### config.mk
export PLATFORM = sky130hd
export DESIGN_NAME = sensor_record_tx
export DESIGN_NICKNAME = d
export VERILOG_FILES = /design/src/rtl/srt_pkg.sv /design/src/rtl/link_config.sv /design/src/rtl/event_packer.sv /design/src/rtl/record_fifo.sv /design/src/rtl/record_uart_tx.sv /design/src/rtl/sensor_record_tx.sv
export VERILOG_INCLUDE_DIRS = /design/src /design/src/rtl
export SDC_FILE = /design/constraint.sdc
export NUM_CORES = 1
export LEC_CHECK = 0
export BUFFER_PORTS_ARGS = -buffer_cell sky130_fd_sc_hd__buf_4
export CORE_MARGIN = 2
export CORE_UTILIZATION = 30
export DETAILED_ROUTE_END_ITERATION = 7
export GPL_TIMING_DRIVEN = 0
export PLACE_DENSITY = 0.54
export SLEW_MARGIN = 20
export SYNTH_ARGS = -nofsm -noshare
export SYNTH_HDL_FRONTEND = slang
export SYNTH_SLANG_ARGS = --single-unit
### constraint.sdc
create_clock -name clk -period 5.8 [get_ports clk]
set_clock_uncertainty 0.15 [all_clocks]
set_input_delay 0.29 -clock clk [delete_from_list [all_inputs] [get_ports clk]]
set_output_delay 0.29 -clock clk [all_outputs]
set_load 0.02 [all_outputs]
### src/rtl/srt_macros.svh
`ifndef SRT_MACROS_SVH
`define SRT_MACROS_SVH

// record FIFO holds 2**4 entries
`define SRT_FIFO_DEPTH_LOG2 4

// serial bit period in clocks
`define SRT_DEFAULT_CLKS_PER_BIT 16'd4
// anything below this cannot hold a mid-bit sample
`define SRT_MIN_CLKS_PER_BIT 16'd2

// channel tag placed in the low field of every record
`define SRT_DEFAULT_CHANNEL 16'h0002

// marker codes, each sent twice in the payload field
`define SRT_LINE_CODE 16'h000D
`define SRT_FRAME_CODE 16'h000E

// 48-bit record split into bytes on the line
`define SRT_BYTES_PER_RECORD 6

`endif

### src/rtl/srt_pkg.sv
package srt_pkg;

    // timing-converter word or marker payload
    typedef logic [31:0] payload_t;

    // channel tag in the low record field
    typedef logic [15:0] channel_t;

    // payload above tag
    typedef logic [47:0] record_t;

    // clocks per serial bit
    typedef logic [15:0] clk_div_t;

    // event selected by the packer in one cycle
    typedef enum logic [1:0] {
        ev_none,
        ev_data,
        ev_line,
        ev_frame
    } event_kind_e;

    // per-byte serial framing
    typedef enum logic [1:0] {
        tx_idle,
        tx_start,
        tx_bits,
        tx_stop
    } tx_state_e;

endpackage

### src/rtl/link_config.sv
`timescale 1ns/1ns
`include "srt_macros.svh"

module link_config (
    input  logic             clk,
    input  logic             rst,
    input  logic             cfg_wr,
    input  srt_pkg::clk_div_t cfg_clks_per_bit,
    input  srt_pkg::channel_t cfg_channel,
    output srt_pkg::clk_div_t clks_per_bit,
    output srt_pkg::channel_t channel
);

    logic period_ok;

    // short periods are refused, tag is still taken
    assign period_ok = cfg_clks_per_bit >= `SRT_MIN_CLKS_PER_BIT;

    always_ff @(posedge clk) begin
        if (rst) begin
            clks_per_bit <= `SRT_DEFAULT_CLKS_PER_BIT;
        end else if (cfg_wr && period_ok) begin
            clks_per_bit <= cfg_clks_per_bit;
        end
    end

    always_ff @(posedge clk) begin
        if (rst) begin
            channel <= `SRT_DEFAULT_CHANNEL;
        end else if (cfg_wr) begin
            channel <= cfg_channel;
        end
    end

    // transmitter relies on at least two clocks per bit
    // for the whole run, whatever was written
    a_period_min: assert property (
        @(posedge clk) disable iff (rst)
        clks_per_bit >= `SRT_MIN_CLKS_PER_BIT
    ) else $error("stored bit period below minimum");

endmodule

### src/rtl/event_packer.sv
`timescale 1ns/1ns
`include "srt_macros.svh"

module event_packer (
    input  logic              clk,
    input  logic              rst,
    input  logic              data_valid,
    input  logic              line_req,
    input  logic              frame_req,
    input  srt_pkg::payload_t din,
    input  srt_pkg::channel_t channel,
    input  logic              push_ok,
    output logic              wr_en,
    output srt_pkg::record_t  wr_data,
    output logic              data_done,
    output logic              line_done,
    output logic              frame_done
);

    srt_pkg::event_kind_e kind_d;
    srt_pkg::event_kind_e kind_q;
    srt_pkg::payload_t    payload_d;

    // data beats line, line beats frame
    always_comb begin
        kind_d    = srt_pkg::ev_none;
        payload_d = din;
        if (data_valid) begin
            kind_d = srt_pkg::ev_data;
        end else if (line_req) begin
            kind_d    = srt_pkg::ev_line;
            payload_d = {`SRT_LINE_CODE, `SRT_LINE_CODE};
        end else if (frame_req) begin
            kind_d    = srt_pkg::ev_frame;
            payload_d = {`SRT_FRAME_CODE, `SRT_FRAME_CODE};
        end
    end

    // write strobe and kind, one cycle after the event
    always_ff @(posedge clk) begin
        if (rst) begin
            wr_en  <= 1'b0;
            kind_q <= srt_pkg::ev_none;
        end else begin
            wr_en  <= kind_d != srt_pkg::ev_none;
            kind_q <= kind_d;
        end
    end

    // record payload, tag always in the low field
    always_ff @(posedge clk) begin
        if (kind_d != srt_pkg::ev_none) begin
            wr_data <= {payload_d, channel};
        end
    end

    // done only when the FIFO took the record
    always_ff @(posedge clk) begin
        if (rst) begin
            data_done  <= 1'b0;
            line_done  <= 1'b0;
            frame_done <= 1'b0;
        end else begin
            data_done  <= push_ok && kind_q == srt_pkg::ev_data;
            line_done  <= push_ok && kind_q == srt_pkg::ev_line;
            frame_done <= push_ok && kind_q == srt_pkg::ev_frame;
        end
    end

    // FIFO acceptance must map back to exactly one kind
    a_done_onehot: assert property (
        @(posedge clk) disable iff (rst)
        $onehot0({data_done, line_done, frame_done})
    ) else $error("more than one done pulse");

endmodule

### src/rtl/record_fifo.sv
`timescale 1ns/1ns
`include "srt_macros.svh"

module record_fifo #(
    parameter int DEPTH_LOG2 = `SRT_FIFO_DEPTH_LOG2
) (
    input  logic             clk,
    input  logic             rst,
    input  logic             wr_en,
    input  srt_pkg::record_t wr_data,
    output logic             push_ok,
    input  logic             pop,
    output srt_pkg::record_t rd_data,
    output logic             fifo_empty,
    output logic             overflow
);

    localparam logic [DEPTH_LOG2:0] FULL_COUNT = 1 << DEPTH_LOG2;

    srt_pkg::record_t mem [0:(1 << DEPTH_LOG2) - 1];

    logic [DEPTH_LOG2-1:0] wr_ptr;
    logic [DEPTH_LOG2-1:0] rd_ptr;
    logic [DEPTH_LOG2:0]   count;
    logic                  full;
    logic                  do_pop;

    assign fifo_empty = count == '0;
    assign full       = count == FULL_COUNT;
    assign do_pop     = pop && !fifo_empty;

    // a pop in the same cycle frees the slot of a full FIFO
    assign push_ok = wr_en && (!full || do_pop);

    always_ff @(posedge clk) begin
        if (rst) begin
            wr_ptr <= '0;
            rd_ptr <= '0;
            count  <= '0;
        end else begin
            if (push_ok) begin
                wr_ptr <= wr_ptr + 1'b1;
            end
            if (do_pop) begin
                rd_ptr <= rd_ptr + 1'b1;
            end
            case ({push_ok, do_pop})
                2'b10:   count <= count + 1'b1;
                2'b01:   count <= count - 1'b1;
                default: count <= count;
            endcase
        end
    end

    // storage
    always_ff @(posedge clk) begin
        if (push_ok) begin
            mem[wr_ptr] <= wr_data;
        end
    end

    // read data valid the cycle after pop
    always_ff @(posedge clk) begin
        if (do_pop) begin
            rd_data <= mem[rd_ptr];
        end
    end

    // sticky until reset
    always_ff @(posedge clk) begin
        if (rst) begin
            overflow <= 1'b0;
        end else if (wr_en && !push_ok) begin
            overflow <= 1'b1;
        end
    end

    // drain control must never ask an empty queue
    a_no_pop_empty: assert property (
        @(posedge clk) disable iff (rst)
        pop |-> !fifo_empty
    ) else $error("pop while FIFO empty");

endmodule

### src/rtl/record_uart_tx.sv
`timescale 1ns/1ns
`include "srt_macros.svh"

module record_uart_tx (
    input  logic              clk,
    input  logic              rst,
    input  logic              fifo_empty,
    output logic              pop,
    input  srt_pkg::record_t  rd_data,
    input  srt_pkg::clk_div_t clks_per_bit,
    output logic              tx,
    output logic              busy
);

    srt_pkg::tx_state_e state;
    srt_pkg::record_t   shreg;
    srt_pkg::clk_div_t  period_q;
    srt_pkg::clk_div_t  cnt;
    logic [2:0]         bit_idx;
    logic [2:0]         byte_idx;
    logic               pop_q;
    logic               bit_end;
    logic [7:0]         cur_byte;

    // drain rule, pop_q covers the launch already in flight
    assign pop = !fifo_empty && state == srt_pkg::tx_idle && !pop_q;

    assign busy     = state != srt_pkg::tx_idle;
    assign bit_end  = cnt == period_q - 16'd1;
    // most significant byte goes first
    assign cur_byte = shreg[47:40];

    always_ff @(posedge clk) begin
        if (rst) begin
            pop_q <= 1'b0;
        end else begin
            pop_q <= pop;
        end
    end

    always_ff @(posedge clk) begin
        if (rst) begin
            state    <= srt_pkg::tx_idle;
            tx       <= 1'b1;
            cnt      <= '0;
            bit_idx  <= '0;
            byte_idx <= '0;
        end else begin
            case (state)
                srt_pkg::tx_idle: begin
                    tx <= 1'b1;
                    // FIFO data arrives the cycle after pop
                    if (pop_q) begin
                        state    <= srt_pkg::tx_start;
                        tx       <= 1'b0;
                        cnt      <= '0;
                        byte_idx <= '0;
                    end
                end
                srt_pkg::tx_start: begin
                    if (bit_end) begin
                        cnt     <= '0;
                        bit_idx <= '0;
                        tx      <= cur_byte[0];
                        state   <= srt_pkg::tx_bits;
                    end else begin
                        cnt <= cnt + 16'd1;
                    end
                end
                srt_pkg::tx_bits: begin
                    if (bit_end) begin
                        cnt <= '0;
                        if (bit_idx == 3'd7) begin
                            tx    <= 1'b1;
                            state <= srt_pkg::tx_stop;
                        end else begin
                            // lsb first within the byte
                            bit_idx <= bit_idx + 3'd1;
                            tx      <= cur_byte[bit_idx + 3'd1];
                        end
                    end else begin
                        cnt <= cnt + 16'd1;
                    end
                end
                srt_pkg::tx_stop: begin
                    if (bit_end) begin
                        cnt <= '0;
                        if (byte_idx == 3'(`SRT_BYTES_PER_RECORD - 1)) begin
                            state <= srt_pkg::tx_idle;
                        end else begin
                            byte_idx <= byte_idx + 3'd1;
                            tx       <= 1'b0;
                            state    <= srt_pkg::tx_start;
                        end
                    end else begin
                        cnt <= cnt + 16'd1;
                    end
                end
                default: begin
                    state <= srt_pkg::tx_idle;
                    tx    <= 1'b1;
                end
            endcase
        end
    end

    // record and bit period held for the whole record
    always_ff @(posedge clk) begin
        if (state == srt_pkg::tx_idle && pop_q) begin
            shreg    <= rd_data;
            period_q <= clks_per_bit;
        end else if (state == srt_pkg::tx_stop && bit_end) begin
            shreg <= {shreg[39:0], 8'h00};
        end
    end

    // line must rest at mark between records
    a_idle_mark: assert property (
        @(posedge clk) disable iff (rst)
        state == srt_pkg::tx_idle |-> tx
    ) else $error("tx low while idle");

endmodule

### src/rtl/sensor_record_tx.sv
`timescale 1ns/1ns

module sensor_record_tx (
    input  logic              clk,
    input  logic              rst,
    input  logic              data_valid,
    input  logic              line_req,
    input  logic              frame_req,
    input  srt_pkg::payload_t din,
    input  logic              cfg_wr,
    input  srt_pkg::clk_div_t cfg_clks_per_bit,
    input  srt_pkg::channel_t cfg_channel,
    output logic              data_done,
    output logic              line_done,
    output logic              frame_done,
    output logic              overflow,
    output logic              tx,
    output logic              busy
);

    srt_pkg::clk_div_t clks_per_bit;
    srt_pkg::channel_t channel;
    srt_pkg::record_t  wr_data;
    srt_pkg::record_t  rd_data;
    logic              wr_en;
    logic              push_ok;
    logic              pop;
    logic              fifo_empty;

    // stored tag and bit period
    link_config u_link_config (
        .clk              (clk),
        .rst              (rst),
        .cfg_wr           (cfg_wr),
        .cfg_clks_per_bit (cfg_clks_per_bit),
        .cfg_channel      (cfg_channel),
        .clks_per_bit     (clks_per_bit),
        .channel          (channel)
    );

    event_packer u_event_packer (
        .clk        (clk),
        .rst        (rst),
        .data_valid (data_valid),
        .line_req   (line_req),
        .frame_req  (frame_req),
        .din        (din),
        .channel    (channel),
        .push_ok    (push_ok),
        .wr_en      (wr_en),
        .wr_data    (wr_data),
        .data_done  (data_done),
        .line_done  (line_done),
        .frame_done (frame_done)
    );

    record_fifo u_record_fifo (
        .clk        (clk),
        .rst        (rst),
        .wr_en      (wr_en),
        .wr_data    (wr_data),
        .push_ok    (push_ok),
        .pop        (pop),
        .rd_data    (rd_data),
        .fifo_empty (fifo_empty),
        .overflow   (overflow)
    );

    // drains the FIFO onto the serial line
    record_uart_tx u_record_uart_tx (
        .clk          (clk),
        .rst          (rst),
        .fifo_empty   (fifo_empty),
        .pop          (pop),
        .rd_data      (rd_data),
        .clks_per_bit (clks_per_bit),
        .tx           (tx),
        .busy         (busy)
    );

endmodule

* Word-level counts from Yosys, hierarchy flattened
Memory sizes are Yosys's and may differ from the RTL's. A register that Yosys moved wholly into a read port is not among the register bits.
Index checks and enable logic that the tools add are counted.
** Storage, ports and cells
- Register bits :: 190
- Latch bits :: 0
- Memory bits (writable) :: 768
- ROM bits :: 0
- Input bits :: 70
- Output and inout port bits :: 6
- Word-level logic and storage cells :: 117
- Memories kept :: 1
** Memory list
- u_record_fifo.mem :: depth 16, width 48, rd ports 1, clocked after memory_dff 1, wr ports 1, line record_fifo.sv:20 : srt_pkg::record_t mem [0:(1 << DEPTH_LOG2) - 1];
** Operators by class
- Add/sub/neg operators :: 8
- $mul :: 0
- Divide/modulo/power cells :: 0
- $lt $le $gt $ge :: 2
- Equality and inequality tests :: 19
- Shifts and indexed selects :: 0
- Mux-type cells :: 38
- Bitwise logic cells :: 0
- Reductions and logical operators :: 29
** Operator list (count)
- 32-bit 2-to-1 mux :: 3
- 48-bit 2-to-1 mux :: 2
- 16-bit 2-to-1 mux :: 2
- 16-bit case mux with 2 select lines :: 1
- 3-bit 2-to-1 mux :: 6
- 16-bit by 1-bit adder with 16-bit output (second input constant) :: 1
- 16-bit equality test :: 1
- 16-bit by 2-bit greater-or-equal comparator with 1-bit output (second input constant) :: 1
- 2-bit 2-to-1 mux :: 8
- 16-bit by 1-bit subtractor with 16-bit output (second input constant) :: 1
- 3-bit case mux with 2 select lines :: 2
- 4-bit AND reduction :: 3
- 2-bit nonzero test :: 6
- 1-bit logical AND :: 11
- 2-bit equality test (second input constant) :: 5
- 1-bit 2-to-1 mux :: 10
- 2-bit by 1-bit inequality test with 1-bit output (second input constant) :: 5
- 5-bit case mux with 2 select lines :: 1
- 4-bit by 1-bit adder with 4-bit output (second input constant) :: 2
- 2-bit case mux with 4 select lines :: 1
- 3-bit by 1-bit adder with 3-bit output (second input constant) :: 2
- 2-bit by 1-bit equality test with 1-bit output (second input constant) :: 3
- 3-bit equality test (second input constant) :: 2
- 5-bit by 1-bit adder with 5-bit output (second input constant) :: 1
- 12 further kinds :: 16

* Longest topological paths before layout
Gate-level depths: netlist of run 1.
- Depth in word-level cells :: 9
- Depth in mapped cells :: 16
- Depth with buffers taken out :: 16

* Hierarchy
A second synthesis of run 1 with hierarchy kept.
** Unflattened totals
- Cells, all modules :: 1980
- Area, all modules :: 38863.5 µm²
** Modules (own cells, without submodules)
- record_fifo :: times used 1, cells each 1350, area each 31049.8 µm², seq. area each 24783.8 µm²
- record_uart_tx :: times used 1, cells each 401, area each 4580.6 µm², seq. area each 2442.3 µm²
- event_packer :: times used 1, cells each 103, area each 1899.3 µm², seq. area each 1561.5 µm²
- link_config :: times used 1, cells each 126, area each 1333.8 µm², seq. area each 640.6 µm²

* Worst setup path after synthesis of run 1
Ideal clock, no wire load.
- Path type :: register -> register
- From :: register u_record_uart_tx.state[0]
- To :: memory u_record_fifo.mem[3][0] (netlist bit) (enable)
- Arrival time :: 5029 ps
- Slack :: 109 ps
- Stages on the path, launching flop included :: 10
- Buffers on the path :: 2
- Clock period less this slack :: 5691 ps
- Cell sequence :: dfxtp_1 > inv_1 > ha_1 > inv_1 > nor2_1 > clkbuf_1 > o31a_1 > clkbuf_1 > nand2_1 > nor3_1
** On the way
- Longest elaborated chain between the ends :: 8
** RTL lines
- start: declaration :: line record_uart_tx.sv:15 : srt_pkg::tx_state_e state;
- start signal: assignment :: line record_uart_tx.sv:43 : state <= srt_pkg::tx_idle;
- start signal: assignment :: line record_uart_tx.sv:54 : state <= srt_pkg::tx_start;
- start signal: assignment :: line record_uart_tx.sv:65 : state <= srt_pkg::tx_bits;
- 2-bit zero test :: line record_uart_tx.sv:26 : assign pop = !fifo_empty && state == srt_pkg::tx_idle && !pop_q;
- 1-bit logical AND (2 in a row) :: line record_uart_tx.sv:26
- 1-bit logical AND :: line record_fifo.sv:30 : assign do_pop = pop && !fifo_empty;
- 1-bit logical OR :: line record_fifo.sv:33 : assign push_ok = wr_en && (!full || do_pop);
- 1-bit logical AND :: line record_fifo.sv:33
- 1-bit 2-to-1 mux :: line record_fifo.sv:57 : if (push_ok) begin
- 1-bit 2-to-1 mux (implied by the code) :: line record_fifo.sv:58 : mem[wr_ptr] <= wr_data;
- end: declaration :: line record_fifo.sv:20
Every way passes these cells.

* Worst setup path in the final report of run 1
- From :: register u_record_fifo.count[0]
- To :: register u_record_fifo.count[4]
** On the way
- Longest elaborated chain between the ends :: 9
- Elaborated cells on any way between the ends :: 15
- Those cells by class :: add/sub (2); eq/ne (3); mux (1); reduce/logical (9)
** RTL lines
- start: declaration :: line record_fifo.sv:24 : logic [DEPTH_LOG2:0] count;
- start signal: assignment :: line record_fifo.sv:48 : 2'b10: count <= count + 1'b1;
- start signal: assignment :: line record_fifo.sv:49 : 2'b01: count <= count - 1'b1;
- start signal: assignment :: line record_fifo.sv:50 : default: count <= count;
- 5-bit zero test * :: line record_fifo.sv:28 : assign fifo_empty = count == '0;
- 1-bit zero test * :: line record_fifo.sv:30, record_uart_tx.sv:26
- 1-bit logical AND (2 in a row) :: line record_uart_tx.sv:26
- 1-bit logical AND * :: line record_fifo.sv:30
- via u_record_fifo.do_pop :: line record_fifo.sv:26 : logic do_pop;
- 1-bit logical OR :: line record_fifo.sv:33
- 1-bit logical AND :: line record_fifo.sv:33
- 2-bit by 1-bit equality test with 1-bit output / 2-bit equality test (equally long branches) :: line record_fifo.sv:47 : case ({push_ok, do_pop})
- 5-bit case mux with 2 select lines / 2-bit nonzero test (equally long branches)
Mark *: on every way through the listed nets, which the timed path passes. The rest lies on a longest branch.
A chain may end at the register's enable or synchronous reset.

==> results.yml, run 1 <==
logic_synthesis:
  ys_seq_area_frac: 0.762
  ys.flop_type: "edfxtp_1"
  synth_compound_area_frac: 0.0123
  ys_seq_elements: 1006
  synth.cell_area_um2: 38600
  synth_xor_area_frac: 0.00862
  synth_fa_ha_area_frac: 0.00668
  synth_nets: 1931
  synthMuxAreaShare: 0.160
  synth_edf_count: 928
  post_synth_and_or_nand_nor_area_fraction: 0.0390
  netlist_instances: 1841
  syn_avg_cell_area_um2: 21.0
  synth_top_family_by_area: "multiplexers"
  ys.warnings.count: 0
  ys_types: 61
  async_flop_share: 0
placement:
  pre_cts_slack_ns: 1.60
  port_buffers: 75
  gp_congestion: 0.735
  dp_hpwl_mm: 63.7
layout:
  syn2layout_area_growth_pct: 21.4
  layout.nets: 2267
  drive_above_1_share: 0.285
  seq_area_um2: 29400
  multi_input_area_um2: 8880
  post-route-util: 0.367
  n_fill_cell: 11500
setup_path:
  reg2reg_from: "u_record_fifo.count[0]"
  slowest_delay_ns: 0.58
  ff2ff_setup_slack_ns: 1.63
  cp_slowest_cell: "nor4_1"
  path_cells: "nor4_1 > inv_1 > o21ai_0 > inv_4 > nand2b_1 > inv_1 > ha_1 > nor2b_1 > o21ai_0 > nand2b_1 > or4_1 > a21oi_1 > a31oi_1 > a21oi_1"
  crit_type: "reg -> reg"
  reg2regPathDepth: 14
  reg2reg_to: "u_record_fifo.count[4]"
  cp_data_arrival_time_ns: 4.61
  critPathMaxFanout: 53
  cp.required_ns: 6.25
  start_kind: "flop"
  endpoint_kind: "flop"
run_status:
  outcome: "finished clean"
grt:
  use_met3: 0.0224
  grt_pass1_wl_mm: 139
  grt_max_degree: 54
  grt_pass1_vias: 20300
  antenna_found_initial: 3
  grt-busiest-layer: "met2"
  grtUsageTotal: 0.146
  met2_usage: 0.248
  overflow: 0
  use_met1: 0.196
sta:
  tightest_slew_ns: 1.10
  maxSlewViolCount: 0
  slew-limit-headroom: 0.267
  rsz0062_at_grt: "no"
  fin_crit_ns: 4.17
  layout_setup_ws_ns: 1.63
  fin_tns_setup_ns: 0
  finalSetupViolCount: 0
  max_freq_mhz: 240
  finalHoldViolations: 0
  fin_crit_sh: 0.718
  hold_slack_ns: 0.0412
routing:
  viasPerCell: 4.91
  drc_errors: 0
  vias: 19300
  drtAntennaViolNets: 0
  dr.pass1.iters: 5
  drtIter0Drc: 1763
  routed_wirelength_mm: 96.3
  wl_per_cell_um: 24.5
die:
  die_y_um: 363
  fp.dieW_um: 363
  ios: 76
  die_area_um2: 132000
  start_util: 0.302
  num_rows: 131
  core_region_area_um2: 128000
cts:
  clk_pin_slew_ns: 0.07
  cts-root-buf: "clkbuf_16"
  clockBufferDepth: 3
  numClockSinks: 1006
  cts_made_buffers: 106
  cts_tree: "built"
  h-tree-depth: 3
  cts_setup_buffers: 0
  clock_latency_ns: 0.68
power_and_ir_drop:
  powerDensity_nw_per_um2: 418
  leakage_nw: 15.0
  ir_drop_mv: 0.307
min_path:
  hold_end: "u_link_config.clks_per_bit[5]"
  hold_depth: 4
  holdCritPathClass: "in -> reg"
  hp-start: "cfg_wr"
job:
  maxCapViolations: 0
[power by group]
group | switching, W | internal [W] | leakage [nW] | total, W
clock | 0.00283 | 0.00397 | 1.69 | 0.00680
combinational | 0.00206 | 0.00166 | 4.07 | 0.00372
sequential | 0.000319 | 0.00875 | 9.21 | 0.00907
[Yosys cell counts, types with 19 or more instances]
cell	n	area share
xnor2_1	19	0.0043
mux4_2	242	0.14
clkbuf_1	67	0.0065
mux2i_1	25	0.0065
edfxtp_1	928	0.72
nor2_1	88	0.0086
ha_1	19	0.0062
a21oi_1	22	0.0029
dfxtp_1	78	0.040
nand2_1	49	0.0048
xor2_1	19	0.0043
and2_1	26	0.0042
mux2_2	43	0.013
[registers in the layout (all words and copies together) (netlist names), 5 cells and up]
signal and flops:
u_record_uart_tx.period_q 16, u_event_packer.wr_data 48, u_record_fifo.mem 768, u_record_fifo.count 5, u_record_uart_tx.cnt 16, u_record_uart_tx.shreg 48
u_record_fifo.rd_data 48, u_link_config.clks_per_bit 16, u_link_config.channel 16
[critical path, delay by kind of cell, from the launching register on]
family / cells / cell delay, ns
and+or+nand+nor: 5 / 1.53
AOI/OAI and AO/OA: 5 / 1.05
buffers and inverters: 3 / 0.65
DFF: 1 / 0.36
adders and majority gates: 1 / 0.32
[cell type report]
type | count | area share
Clock buffer | 123 | 0.0586
Multi-Input combinational cell | 728 | 0.189
Tap cell | 1662 | 0.0444
Antenna cell | 1 | 0.0000534
Timing Repair Buffer | 228 | 0.0546
Inverter | 17 | 0.00141
Buffer | 90 | 0.00803
Sequential cell | 1006 | 0.628
Clock inverter | 70 | 0.0157
[per-stage QoR]
step                      power (W)  cells  cell area (um^2)
after floorplan              0.0116   1841             38600
after global placement       0.0128   3578             41200
after detailed placement     0.0130   3654             42600
after CTS                    0.0198   3923             46900
after global routing         0.0203   3924             46900
final                        0.0196   3925             46900
[timing repair]
action,4_1_cts,5_1_grt
endpoints found under the setup margin,0,0
resized for setup,0,0
endpoints found under the hold margin,65,0
hold buffers,76,0
[worst max-delay path by stage]
stage / cells past startpoint / to / slack [ns] / start
2_1_floorplan: 9 / u_record_fifo.mem[3][0] / 0.11 / u_record_uart_tx.state[0]
3_3_place_gp: 9 / u_record_fifo.mem[0][26] / -5.42 / u_record_uart_tx.state[0]
3_5_place_dp: 14 / u_record_fifo.count[4] / 1.60 / u_record_fifo.count[0]
4_1_cts: 14 / u_record_fifo.count[4] / 1.58 / u_record_fifo.count[0]
5_1_grt: 14 / u_record_fifo.count[4] / 1.27 / u_record_fifo.count[0]
6_report: 14 / u_record_fifo.count[4] / 1.63 / u_record_fifo.count[0]
[per-layer routing]
layer / vias up / wire [um]
met5: - / 0
met4: 0 / 1900
met3: 146 / 4760
met2: 571 / 48200
met1: 10300 / 41400
li1: 8215 / -
[logic make-up after synthesis]
logic type,after synthesis
buffers and inverters,107
and+or+nand+nor,286
muxes,310
xor gates and xnor gates,38
adders and majority gates,20
DFF,1006
AOI/OAI and AO/OA,74
[cells in the final DEF (no fill, tap or decap), drive strengths merged, types with 25 or more instances in the layout]
master and count:
nand2 49, clkbuf 192, edfxtp 928, nor2 88
mux2 43, dlygate4sd3 76, clkinv 47, mux2i 25
and2 26, mux4 242, buf 173, dfxtp 78
(Power assumes the default switching activity.)
==> inputs of run 2 (changes only) <==
--- a/config.mk
+++ b/config.mk
@@ -6,6 +6,7 @@
 export SDC_FILE = /design/constraint.sdc
 export NUM_CORES = 1
 export LEC_CHECK = 0
+export ABC_AREA = 1
 export BUFFER_PORTS_ARGS = -buffer_cell sky130_fd_sc_hd__buf_4
 export CORE_MARGIN = 2
 export CORE_UTILIZATION = 30
==> constraint.sdc (replaced) <==
create_clock -name clk -period 3.6 [get_ports clk]
set_clock_uncertainty 0.15 [all_clocks]
set_input_delay 0.18 -clock clk [delete_from_list [all_inputs] [get_ports clk]]
set_output_delay 0.18 -clock clk [all_outputs]
set_load 0.02 [all_outputs]
==> run 2 against run 1 <==
  * The run now ends with hold timing left
  * Sequential share of layout area is 1.6 points lower
  * Worst setup slack worse by 1.5 ns
  * Register-to-register slack worse by 1.5 ns
  * Sequential power is 62% higher
  * Cell area is 2.7% higher
  * Critical endpoint is now u_record_fifo.rd_data[39]
  * Wire length is 38% higher
  * Total power is 67% higher
  * First-iteration DRC count is 94% higher
  * Critical path depth is 5 lower
  * Clock-buffer cell count is 5 higher
  * Area after synthesis is 3.1% higher
==> results.yml, run 2 <==
run_status:
  outcome: "complete, but fails checks"
  violations: "hold timing"
sta:
  layout_setup_ws_ns: 0.158
  finalSetupViolCount: 0
  maxSlewViolCount: 0
  max_freq_mhz: 291
  finalHoldViolations: 1
  fin_tns_setup_ns: 0
  slew-limit-headroom: 0.162
  fin_crit_ns: 3.44
  hold_slack_ns: -0.00480
  tightest_slew_ns: 1.26
  fin_crit_sh: 0.956
  rsz0062_at_grt: "yes"
cts:
  cts-root-buf: "clkbuf_16"
  cts_made_buffers: 102
  clockBufferDepth: 3
  h-tree-depth: 3
  numClockSinks: 1006
  cts_tree: "built"
  clk_pin_slew_ns: 0.06
  clock_latency_ns: 0.72
logic_synthesis:
  netlist_instances: 3116
  syn_avg_cell_area_um2: 12.8
  synth_commonest_cells: "edfxtp_1, nor2_1, o21ai_0"
  ys.warnings.count: 0
  ys_seq_area_frac: 0.739
  synth_edf_count: 928
  ys.flop_type: "edfxtp_1"
  synth_nets: 3206
  synth.cell_area_um2: 39800
  synth.most_common_cell: "edfxtp_1"
  synth.area.top_cells: "edfxtp_1, o21ai_0, nor2_1, dfxtp_1, nand2_1"
  async_flop_share: 0
  ys_types: 43
  synth_top_cell_by_area: "edfxtp_1"
  ys_seq_elements: 1006
  synth_top_area_frac: 0.700
setup_path:
  ff2ff_setup_slack_ns: 0.16
  crit_type: "reg -> reg"
  critPathMaxFanout: 10
  start_kind: "flop"
  slowest_delay_ns: 0.50
  cp_slowest_cell: "buf_1"
  cp.buffers_inverters: 5
  reg2reg_to: "u_record_fifo.rd_data[39]"
  cp_top_family: "buffers and inverters"
  reg2reg_from: "u_record_fifo.rd_ptr[0]"
  path_cells: "buf_2 > buf_2 > clkinv_1 > buf_2 > buf_1 > nor2_1 > o22ai_1 > o211ai_1 > nand2_1"
  cp.required_ns: 3.86
  cp.depth: 9
  cp_data_arrival_time_ns: 3.70
  endpoint_kind: "flop"
  crit_top_cell: "buf_2"
  reg2regPathDepth: 9
power_and_ir_drop:
  ir_drop_mv: 0.390
  power_frac_comb: 0.234
  powerDensity_nw_per_um2: 678
  leakage_nw: 16.3
  p_clk_frac: 0.314
  p_int_w: 0.0217
  p_total_w: 0.0326
  swShare: 0.334
  switching_power_w: 0.0109
  pwr-share-seq: 0.452
min_path:
  holdCritPathClass: "in -> reg"
  hold_depth: 4
  hp-start: "line_req"
  hold_end: "u_event_packer.wr_data[17]"
placement:
  pre_cts_slack_ns: -0.0205
  port_buffers: 74
  dp_hpwl_mm: 88.5
  gp_congestion: 0.829
  dp.cells: 4997
routing:
  wl_per_cell_um: 25.1
  viasPerCell: 5.20
  drtAntennaViolNets: 0
  drc_errors: 0
  vias: 27500
  dr.pass1.iters: 5
  drtIter0Drc: 3425
  routed_wirelength_mm: 133
layout:
  multi_input_area_um2: 9340
  n_fill_cell: 12600
  largest_register_ffs: 768
  drive_above_1_share: 0.106
  stdcell_count: 5293
  layout_commonest_cell: "edfxtp_1"
  layout.nets: 3544
  syn2layout_area_growth_pct: 20.9
  regMostFlops: "u_record_fifo.mem"
  seq_area_um2: 29400
  final_cell_mix: "edfxtp_1, nor2_1, o21ai_0, nand2_1, clkbuf_1"
die:
  start_util: 0.302
  die_y_um: 368
  num_rows: 133
  die_area_um2: 136000
  core_region_area_um2: 132000
  fp.dieW_um: 368
  ios: 76
grt:
  grt_pass1_wl_mm: 187
  grt_pass1_vias: 26200
  overflow: 0
  grtUsageTotal: 0.191
  antenna_found_initial: 1
  grt_max_degree: 28
job:
  maxCapViolations: 0
==> run 2: changes by cell type in the layout (fill, tap and decap cells not counted), moves of 95 or more <==
cell,change
nor2_1,+449
clkbuf_1,+123
mux4_2,-242
nand2_1,+283
o21ai_0,+425
o221ai_1,+133
inv_1,+95
==> run 2: cells by family (layout without fill, tap and decap cells) <==
family,Yosys count,after routing,share of synthesized area
compound gates,733,733,0.111
xor+xnor,22,22,0.00503
fa+ha+maj,20,20,0.00647
buf+inv,306,727,0.0297
flops,1006,1006,0.739
other cells,0,1,0
simple gates,1029,1029,0.108
==> run 2: area by class of cell <==
class / count / area share
timing repair buffer: 234 / 0.0585
clock inverter: 59 / 0.0101
buffer: 188 / 0.0155
sequential: 1006 / 0.611
inverter: 118 / 0.00925
clock buffer: 128 / 0.0555
multi-input combinational: 1804 / 0.194
tap: 1755 / 0.0456
antenna: 1 / 0.0000520
==> run 2: power by group through the flow <==
stage	combinational (W)	clock, W	sequential (W)
floorplan	0.00409	0	0.0146
global placement	0.00709	0	0.0150
detailed placement	0.00738	0	0.0150
CTS	0.00748	0.0104	0.0147
global route	0.00817	0.0109	0.0148
finish	0.00763	0.0103	0.0147
==> run 2: through the flow <==
step                       util  instance area [um^2]
after floorplan               -                 39800
after global placement    0.323                 42600
after global routing      0.366                 48100
final                     0.366                 48100
after CTS                 0.364                 47900
after detailed placement  0.334                 43900
==> run 2: worst reg2reg max path, stage by stage, from the launching register on <==
cell      delay, ns
dfxtp_1        0.37
buf_2          0.28
buf_2          0.30
clkinv_1       0.23
buf_2          0.37
buf_1          0.51
nor2_1         0.21
o22ai_1        0.14
o211ai_1       0.33
nand2_1        0.23
==> run 2: worst max-delay path by stage <==
stage	from	to	slack [ns]
CTS	u_record_uart_tx.state[0]	u_record_fifo.count[4]	0.0006
floorplan	u_record_uart_tx.state[0]	u_record_fifo.mem[11][0]	-0.60
global placement	u_record_uart_tx.state[0]	u_record_fifo.mem[6][29]	-4.20
finish	u_record_fifo.rd_ptr[0]	u_record_fifo.rd_data[39]	0.16
detailed placement	u_record_uart_tx.state[0]	u_record_fifo.count[4]	-0.02
global route	u_record_uart_tx.state[0]	u_record_fifo.mem[10][39]	-0.0005
==> run 2: repair_timing <==
| item | in CTS | in global routing |
|---|---|---|
| hold endpoints to repair | 82 | 0 |
| gates resized for setup | 0 | 3 |
| setup endpoints to repair | 0 | 75 |
| hold buffers | 81 | 0 |
| setup buffers | 0 | 27 |
==> run 2: per-layer routing <==
layer	track usage	up-vias	routed length, um
li1	-	12100	-
met1	0.263	13700	55300
met2	0.303	1465	60900
met3	0.0357	244	12200
met4	0.0654	0	4260
met5	0	-	0
